`src/cgra_rd_pkg.sv`:
```
package cgra_rd_pkg;

    // Node count and buffering
    localparam int unsigned NODES_NUM       = 4;
    localparam int unsigned MAX_OUTSTANDING = 4;
    localparam int unsigned NODE_FIFO_DEPTH = 10;

    // Datapath widths
    localparam int unsigned ADDR_W = 32;
    localparam int unsigned WORD_W = 32;
    localparam int unsigned BUS_W  = 64;
    localparam int unsigned LEN_W  = 16;

    // Node FIFO usage counts 0 to NODE_FIFO_DEPTH inclusive
    localparam int unsigned NODE_USAGE_W = $clog2(NODE_FIFO_DEPTH + 1);

    typedef logic [ADDR_W-1:0]    addr_t;
    typedef logic [WORD_W-1:0]    word_t;
    typedef logic [BUS_W-1:0]     bus_t;
    typedef logic [LEN_W-1:0]     len_t;
    typedef logic [NODES_NUM-1:0] node_mask_t;

    // One entry per read in flight
    typedef struct packed {
        node_mask_t node;
        logic       upper_half;
    } trans_info_t;

    // Read-address channel
    typedef enum logic {
        AR_IDLE,
        AR_WAIT
    } ar_state_e;

endpackage

```
`src/rr_arbiter.sv`:
```
module rr_arbiter import cgra_rd_pkg::*; (
    input  logic       clk_i,
    input  logic       rst_ni,
    input  node_mask_t request_i,
    input  logic       enable_i,
    output node_mask_t grant_o
);

    // One-hot position with highest priority for the next grant
    node_mask_t ptr_q;

    logic [2*NODES_NUM-1:0] req_dbl;
    logic [2*NODES_NUM-1:0] gnt_dbl;

    // Subtracting the pointer clears the first request at or above it
    // The doubled vector covers the wrap back to node 0
    always_comb begin
        req_dbl = {request_i, request_i};
        gnt_dbl = req_dbl & ~(req_dbl - {{NODES_NUM{1'b0}}, ptr_q});
        grant_o = '0;
        if (enable_i) begin
            grant_o = gnt_dbl[NODES_NUM-1:0] | gnt_dbl[2*NODES_NUM-1:NODES_NUM];
        end
    end

    // Next priority goes to the node after the winner
    always_ff @(posedge clk_i or negedge rst_ni) begin
        if (!rst_ni) begin
            ptr_q <= node_mask_t'(1);
        end else if (|grant_o) begin
            ptr_q <= {grant_o[NODES_NUM-2:0], grant_o[NODES_NUM-1]};
        end
    end

endmodule

```
`src/node_addr_gen.sv`:
```
module node_addr_gen import cgra_rd_pkg::*; (
    input  logic                    clk_i,
    input  logic                    rst_ni,
    input  addr_t                   base_addr_i,
    input  len_t                    size_i,
    input  len_t                    stride_i,
    input  logic [NODE_USAGE_W-1:0] fifo_usage_i,
    input  logic                    grant_i,
    input  logic                    run_end_i,
    input  logic                    running_i,
    output logic                    request_o,
    output logic                    pending_o,
    output addr_t                   rd_addr_o
);

    // Byte offset from the base that is wide enough to step past size
    addr_t offset_q;

    logic offsets_left;
    logic fifo_room;

    assign offsets_left = offset_q < ADDR_W'(size_i);

    // Room for every reply that could still be in flight
    assign fifo_room = fifo_usage_i < NODE_USAGE_W'(NODE_FIFO_DEPTH - MAX_OUTSTANDING);

    // Still has work whether or not the FIFO has room
    assign pending_o = running_i && offsets_left;

    assign request_o = pending_o && fifo_room;

    assign rd_addr_o = base_addr_i + offset_q;

    always_ff @(posedge clk_i or negedge rst_ni) begin
        if (!rst_ni) begin
            offset_q <= '0;
        end else if (run_end_i) begin
            offset_q <= '0;
        end else if (grant_i) begin
            offset_q <= offset_q + ADDR_W'(stride_i);
        end
    end

endmodule

```
`src/sync_fifo.sv`:
```
module sync_fifo import cgra_rd_pkg::*; #(
    parameter int unsigned DEPTH = NODE_FIFO_DEPTH,
    parameter int unsigned WIDTH = WORD_W
) (
    input  logic                         clk_i,
    input  logic                         rst_ni,
    input  logic                         push_i,
    input  logic                         pop_i,
    input  logic [WIDTH-1:0]             data_i,
    output logic [WIDTH-1:0]             data_o,
    output logic                         full_o,
    output logic                         empty_o,
    output logic [$clog2(DEPTH+1)-1:0]   usage_o
);

    logic [WIDTH-1:0] mem_q [DEPTH];

    logic [$clog2(DEPTH)-1:0]   wr_ptr_q;
    logic [$clog2(DEPTH)-1:0]   rd_ptr_q;
    logic [$clog2(DEPTH+1)-1:0] count_q;

    logic do_push;
    logic do_pop;

    assign full_o  = 32'(count_q) == DEPTH;
    assign empty_o = count_q == '0;
    assign usage_o = count_q;
    assign data_o  = mem_q[rd_ptr_q];

    // A full FIFO still takes a push when it pops in the same cycle
    assign do_pop  = pop_i && !empty_o;
    assign do_push = push_i && (!full_o || do_pop);

    always_ff @(posedge clk_i) begin
        if (do_push) begin
            mem_q[wr_ptr_q] <= data_i;
        end
    end

    // Pointers wrap at DEPTH, which need not be a power of two
    always_ff @(posedge clk_i or negedge rst_ni) begin
        if (!rst_ni) begin
            wr_ptr_q <= '0;
            rd_ptr_q <= '0;
            count_q  <= '0;
        end else begin
            if (do_push) begin
                wr_ptr_q <= (32'(wr_ptr_q) == DEPTH - 1) ? '0 : wr_ptr_q + 1'b1;
            end
            if (do_pop) begin
                rd_ptr_q <= (32'(rd_ptr_q) == DEPTH - 1) ? '0 : rd_ptr_q + 1'b1;
            end
            case ({do_push, do_pop})
                2'b10:   count_q <= count_q + 1'b1;
                2'b01:   count_q <= count_q - 1'b1;
                default: count_q <= count_q;
            endcase
        end
    end

endmodule

```
`src/read_channel_ctrl.sv`:
```
module read_channel_ctrl import cgra_rd_pkg::*; (
    input  logic       clk_i,
    input  logic       rst_ni,
    input  logic       execute_i,
    input  logic       any_request_i,
    input  node_mask_t grant_i,
    input  addr_t      node_addr_i [NODES_NUM],
    output logic       arb_enable_o,
    output logic       running_o,
    output logic       run_end_o,
    output logic       busy_o,
    output addr_t      m_ar_addr_o,
    output logic       m_ar_valid_o,
    input  logic       m_ar_ready_i,
    input  bus_t       m_r_data_i,
    input  logic       m_r_valid_i,
    output word_t      beat_word_o,
    output node_mask_t node_push_o
);

    logic      run_q;
    logic      run_d;
    ar_state_e ar_state_q;
    ar_state_e ar_state_d;
    addr_t     ar_addr_q;
    addr_t     grant_addr;

    logic ar_free;
    logic new_trans;

    trans_info_t outst_in;
    trans_info_t outst_head;
    logic        outst_full;
    logic        outst_empty;

    // Run ends once no node has work left and every read has returned
    always_comb begin
        run_d = run_q;
        if (execute_i) begin
            run_d = 1'b1;
        end else if (run_q && !any_request_i && outst_empty) begin
            run_d = 1'b0;
        end
    end

    // Generators may already request in the execute cycle
    assign running_o = run_q | execute_i;
    assign run_end_o = run_q & ~run_d;
    assign busy_o    = run_q;

    // Channel is free when idle or when the pending address is taken now
    assign ar_free      = (ar_state_q == AR_IDLE) || m_ar_ready_i;
    assign arb_enable_o = ar_free && !outst_full;
    assign new_trans    = |grant_i;

    always_comb begin
        ar_state_d = ar_state_q;
        if (ar_free) begin
            ar_state_d = new_trans ? AR_WAIT : AR_IDLE;
        end
    end

    // Grant is one-hot, so at most one address gets through
    always_comb begin
        grant_addr = '0;
        for (int unsigned i = 0; i < NODES_NUM; i++) begin
            if (grant_i[i]) begin
                grant_addr = node_addr_i[i];
            end
        end
    end

    always_ff @(posedge clk_i or negedge rst_ni) begin
        if (!rst_ni) begin
            run_q      <= 1'b0;
            ar_state_q <= AR_IDLE;
        end else begin
            run_q      <= run_d;
            ar_state_q <= ar_state_d;
        end
    end

    always_ff @(posedge clk_i) begin
        if (new_trans) begin
            ar_addr_q <= grant_addr;
        end
    end

    // Bus is 64 bits wide, so the address is beat aligned
    assign m_ar_addr_o  = {ar_addr_q[ADDR_W-1:3], 3'b000};
    assign m_ar_valid_o = ar_state_q == AR_WAIT;

    // Bit 2 picks the 32-bit half inside the beat
    assign outst_in.node       = grant_i;
    assign outst_in.upper_half = grant_addr[2];

    sync_fifo #(
        .DEPTH (MAX_OUTSTANDING),
        .WIDTH ($bits(trans_info_t))
    ) u_outst_fifo (
        .clk_i   (clk_i),
        .rst_ni  (rst_ni),
        .push_i  (new_trans),
        .pop_i   (m_r_valid_i),
        .data_i  (outst_in),
        .data_o  (outst_head),
        .full_o  (outst_full),
        .empty_o (outst_empty),
        .usage_o ()
    );

    // Beats come back in request order so the FIFO head names the owner
    assign beat_word_o = outst_head.upper_half ? m_r_data_i[BUS_W-1:WORD_W]
                                               : m_r_data_i[WORD_W-1:0];
    assign node_push_o = m_r_valid_i ? outst_head.node : '0;

endmodule

```
`src/cgra_read_dma.sv`:
```
module cgra_read_dma import cgra_rd_pkg::*; (
    input  logic       clk_i,
    input  logic       rst_ni,

    // Run control
    input  logic       execute_i,
    output logic       busy_o,
    input  addr_t      base_addr_i [NODES_NUM],
    input  len_t       size_i [NODES_NUM],
    input  len_t       stride_i [NODES_NUM],

    // CGRA input nodes
    output word_t      node_data_o [NODES_NUM],
    output node_mask_t node_valid_o,
    input  node_mask_t node_ready_i,

    // Memory read channel
    output addr_t      m_ar_addr_o,
    output logic       m_ar_valid_o,
    input  logic       m_ar_ready_i,
    input  bus_t       m_r_data_i,
    input  logic       m_r_valid_i
);

    node_mask_t node_request;
    node_mask_t node_pending;
    node_mask_t node_grant;
    node_mask_t node_push;
    node_mask_t node_empty;
    addr_t      node_addr [NODES_NUM];
    logic [NODE_USAGE_W-1:0] node_usage [NODES_NUM];

    logic  arb_enable;
    logic  running;
    logic  run_end;
    word_t beat_word;

    // Run stays alive while any node has offsets left
    logic  any_pending;

    assign any_pending  = |node_pending;
    assign node_valid_o = ~node_empty;

    for (genvar i = 0; i < NODES_NUM; i++) begin : gen_node
        node_addr_gen u_node_addr_gen (
            .clk_i        (clk_i),
            .rst_ni       (rst_ni),
            .base_addr_i  (base_addr_i[i]),
            .size_i       (size_i[i]),
            .stride_i     (stride_i[i]),
            .fifo_usage_i (node_usage[i]),
            .grant_i      (node_grant[i]),
            .run_end_i    (run_end),
            .running_i    (running),
            .request_o    (node_request[i]),
            .pending_o    (node_pending[i]),
            .rd_addr_o    (node_addr[i])
        );

        sync_fifo #(
            .DEPTH (NODE_FIFO_DEPTH),
            .WIDTH (WORD_W)
        ) u_node_fifo (
            .clk_i   (clk_i),
            .rst_ni  (rst_ni),
            .push_i  (node_push[i]),
            .pop_i   (node_valid_o[i] & node_ready_i[i]),
            .data_i  (beat_word),
            .data_o  (node_data_o[i]),
            .full_o  (),
            .empty_o (node_empty[i]),
            .usage_o (node_usage[i])
        );
    end

    rr_arbiter u_rr_arbiter (
        .clk_i     (clk_i),
        .rst_ni    (rst_ni),
        .request_i (node_request),
        .enable_i  (arb_enable),
        .grant_o   (node_grant)
    );

    read_channel_ctrl u_read_channel_ctrl (
        .clk_i         (clk_i),
        .rst_ni        (rst_ni),
        .execute_i     (execute_i),
        .any_request_i (any_pending),
        .grant_i       (node_grant),
        .node_addr_i   (node_addr),
        .arb_enable_o  (arb_enable),
        .running_o     (running),
        .run_end_o     (run_end),
        .busy_o        (busy_o),
        .m_ar_addr_o   (m_ar_addr_o),
        .m_ar_valid_o  (m_ar_valid_o),
        .m_ar_ready_i  (m_ar_ready_i),
        .m_r_data_i    (m_r_data_i),
        .m_r_valid_i   (m_r_valid_i),
        .beat_word_o   (beat_word),
        .node_push_o   (node_push)
    );

endmodule

```
`config.mk`:
```
export PLATFORM = sky130hd
export DESIGN_NAME = cgra_read_dma
export DESIGN_NICKNAME = d
export VERILOG_FILES = /design/src/cgra_rd_pkg.sv /design/src/rr_arbiter.sv /design/src/node_addr_gen.sv /design/src/sync_fifo.sv /design/src/read_channel_ctrl.sv /design/src/cgra_read_dma.sv
export SDC_FILE = /design/constraint.sdc
export NUM_CORES = 2
export LEC_CHECK = 0
export ABC_AREA = 1
export BUFFER_PORTS_ARGS = -buffer_cell sky130_fd_sc_hd__buf_2
export CAP_MARGIN = 10
export CORE_MARGIN = 2
export CORE_UTILIZATION = 56
export CTS_CLUSTER_DIAMETER = 100
export CTS_CLUSTER_SIZE = 12
export DETAILED_ROUTE_END_ITERATION = 10
export PLACE_DENSITY = 0.83
export SYNTH_ARGS = -nofsm -noshare
export SYNTH_HDL_FRONTEND = slang
export SYNTH_SLANG_ARGS = --single-unit
```
`constraint.sdc`:
```
create_clock -name clk_i -period 4.75 [get_ports clk_i]
set_input_delay 0.475 -clock clk_i [delete_from_list [all_inputs] [get_ports clk_i]]
set_output_delay 0.475 -clock clk_i [all_outputs]
set_load 0.01 [all_outputs]
```
==> summary.md <==
| Metric | Value |
|---|---|
| Max_cap viols | `0` |
| Crit-path cells | `buf_4 > clkinv_1 > buf_4 > a221oi_1 > o21ai_0 > nand3_1 > o21ai_0 > buf_2` |
| Power per cell area | `657 mW/mm²` |
| Worst setup startpoint | `gen_node[0].u_node_fifo.rd_ptr_q[2]$_DFFE_PN0P_` |
| Fin crit period | `4670 ps` |
| Dpl cells | `8201` |
| Slew @ Worst Pin | `1250 ps` |
| Tcrit/Tclk final | `0.984` |
| Io pins | `495` |
| Hold Vio Cnt, Final | `0` |
| Number of flops mapped to enable cells by yosys | `1329` |
| Post-CTS Resized | `0` |
| Outcome | `complete, no violations` |
| Sum Neg Setup Slack | `0 ps` |
| Via count | `53500` |
| Non-filler instance count after layout | `8436` |
| Ys Warns | `0` |
| Clk sink count | `1518` |
| Max rail drop VDD | `0.000913 V` |
| Worst path slowest cell | `clkinv_1` |
| H-tree depth | `4` |
| CTS buffer count | `147` |
| CTS clk-pin slew, worst paths | `60 ps` |
| Core footprint | `0.124 mm²` |
| Syn Std Cell Area | `0.0701 mm²` |
| Routed WL | `216000 µm` |
| Sequential area share after synthesis | `0.637` |
| Normalized max-slew margin | `0.163` |
| CP max stage delay | `1130 ps` |
| Synth cell types | `63` |
| CP top delay family | `buffers and inverters` |
| Total Nets Final | `7317` |
| CP Class | `register to output pin` |
| Synth-to-layout area growth | `12.9%` |
| Die Wd | `358 µm` |
| Pins Over Slew Limit | `0` |
| CP required | `4280 ps` |
| First-pass DRT Iterations | `6` |
| Main synth FF type | `edfxtp_1` |
| Worst R2R End | `u_read_channel_ctrl.ar_addr_q[15]$_DFFE_PP_` |
| CTS max path bufs | `3` |
| First-pass GRT wire length | `319000 µm` |
| Post-Syn Instances | `6232` |
| Clk Latency, worst-skew pair | `790 ps` |
| Largest net degree at the start of global routing | `100` |
| DIE AREA | `0.128 mm²` |
| Pleak | `30.5 nW` |
| WL per Instance | `25.6 µm` |
| Final core utilization | `0.638` |
| Clk root buf | `clkbuf_16` |
| RD Place Congestion | `1.03` |
| Worst setup SP type | `register` |
| Total GRT Usage | `0.333` |
| Maximum clock rate | `214 MHz` |
| Critical Path Sink | `node_data_o[118]` |
| Num rows | `129` |
| Worst Setup End Kind | `output pin` |
| Routed Antenna Nets | `0` |
| #FFs+latches synth | `1518` |
| Starting Density | `0.566` |
| Number of global-route vias before repair | `52000` |
| Die Y | `358 µm` |
| Hpwl dp | `139000 µm` |
| Setup-failing EPs final | `0` |
| Most frequent cells in the layout | `1329 x edfxtp_1, 897 x o21ai_0, 779 x nand2_1` |
| CTS tree | `yes` |
| Initial antenna violation count | `12` |
| Asr flop ratio synth | `0.125` |
| Drt first-iter violations | `7606` |
| Synthesized area per cell | `11.3 µm²` |
| GRT overflow | `0` |
| RSZ-0062 raised after global routing | `no` |
| Critical Path Stages | `8` |
| Most common cell after layout, fill and taps aside | `edfxtp_1` |
| Skew final | `38.4 ps` |
| Hold_ws | `34.1 ps` |
| R2R depth | `23` |
| CP Max Fanout | `34` |
| Total power draw | `52.0 mW` |
| Reg-to-reg slack, setup | `440 ps` |
| Port Buffers | `491` |
| Buf/Inv on CP | `4` |
| R2R Path Start | `gen_node[3].u_node_addr_gen.offset_q[1]$_DFFE_PN0P_` |
| Share of cells above drive strength 1 | `0.132` |
| Hold Path Class | `input pin to register` |
| DRC | `0` |
| Vias per cell | `6.34` |
| CP arrival | `4200 ps` |
==> cell usage after synthesis, types with 34 or more instances <==
cell type,n,area [µm²]
nor2_1,708,2660
mux2_2,34,383
xnor2_1,71,622
xor2_1,96,841
o2111ai_1,64,561
ha_1,262,3280
edfxtp_1,1329,39900
a21oi_1,311,1560
nor3_1,56,280
o21ai_0,897,4490
a221oi_1,195,1710
nand2_1,780,2930
dfrtp_1,188,4700
clkbuf_1,208,781
nand4_1,44,275
nand3_1,260,1300
inv_1,418,1570
==> what timing repair did <==
item	4_1_cts	5_1_grt
buffers inserted	0	0
hold buffers	2	0
endpoints found under the hold margin	82	0
==> kinds of logic (layout without fill, tap and decap cells) <==
kind of cell	count (synthesis)	after routing	synth area share
adder cells (fa/ha/maj)	272	272	0.0496
AND/OR/NAND/NOR	1917	1917	0.113
buffers and inverters	696	1254	0.0386
multiplexers	34	34	0.00546
AO/OA/AOI/OAI	1627	1627	0.136
XOR/XNOR	167	167	0.0209
other	1	10	0.0000535
flip-flops	1518	1518	0.637
==> cell type report <==
type                    count  area, µm²
clock inverters            19        347
flip-flops and latches   1518      44600
repair buffers            601       3390
well taps                1637       2050
inverters                 428       1610
clock buffers             206       3990
fillers                  8966      44800
diodes                      7       17.5
multi-input cells        4020      23100
==> state kept, by name, summed over array words and instances, names as in the netlist <==
register / count
gen_node.u_node_addr_gen.offset_q: 128
gen_node.u_node_fifo.wr_ptr_q: 16
u_read_channel_ctrl.u_outst_fifo.usage_o: 3
u_rr_arbiter.ptr_q: 4
gen_node.u_node_fifo.usage_o: 16
u_read_channel_ctrl.u_outst_fifo.wr_ptr_q: 2
u_read_channel_ctrl.m_ar_valid_o: 1
u_read_channel_ctrl.u_outst_fifo.rd_ptr_q: 2
gen_node.u_node_fifo.rd_ptr_q: 16
u_read_channel_ctrl.u_outst_fifo.mem_q: 20
u_read_channel_ctrl.ar_addr_q: 29
gen_node.u_node_fifo.mem_q: 1280
u_read_channel_ctrl.busy_o: 1
==> through the flow <==
stage | setup slack, ps | instance area (µm²)
6_report | 76.7 | 79100
5_1_grt | 70.4 | 79100
4_1_cts | 197 | 79100
3_5_place_dp | 451 | 74700
3_3_place_gp | 566 | 74700
2_1_floorplan | 785 | 70100
==> worst reg2reg max path, delay by kind of cell, from the launching register on <==
| family | cells | cell delay, ps |
|---|---|---|
| AO/OA/AOI/OAI | 7 | 970 |
| adder cells (fa/ha/maj) | 2 | 590 |
| buffers and inverters | 3 | 860 |
| flip-flops | 1 | 540 |
| AND/OR/NAND/NOR | 11 | 1250 |
==> worst min-delay path by stage <==
| stage | from | endpoint | slack [ps] | cells after the start |
|---|---|---|---|---|
| CTS | node_ready_i[0] | gen_node[0].u_node_fifo.rd_ptr_q[0]$_DFFE_PN0P_ | 2 | 3 |
| finish | node_ready_i[0] | gen_node[0].u_node_fifo.rd_ptr_q[0]$_DFFE_PN0P_ | 30 | 3 |
| global placement | gen_node[2].u_node_fifo.wr_ptr_q[0]$_DFFE_PN0P_ | gen_node[2].u_node_fifo.wr_ptr_q[0]$_DFFE_PN0P_ | 460 | 1 |
| global route | node_ready_i[0] | gen_node[0].u_node_fifo.rd_ptr_q[0]$_DFFE_PN0P_ | 30 | 3 |
| floorplan | rst_ni | gen_node[0].u_node_addr_gen.offset_q[0]$_DFFE_PN0P_ | 180 | 0 |
| detailed placement | gen_node[0].u_node_fifo.wr_ptr_q[0]$_DFFE_PN0P_ | gen_node[0].u_node_fifo.wr_ptr_q[0]$_DFFE_PN0P_ | 460 | 1 |
==> per-layer routing <==
metal,up-vias,part of all wire,track usage
met5,-,0.00011,0
met4,4,0.057,0.181
met3,576,0.11,0.0671
met2,3588,0.46,0.518
met1,25800,0.37,0.442
li1,23500,-,-
==> where the power goes <==
group	leakage (nW)	internal (mW)	switching, mW
registers	14.4	17.9	1.10
clock network	2.07	5.89	5.05
logic	14.0	6.20	15.8
No activity file was read; power rests on OpenSTA's default activity.
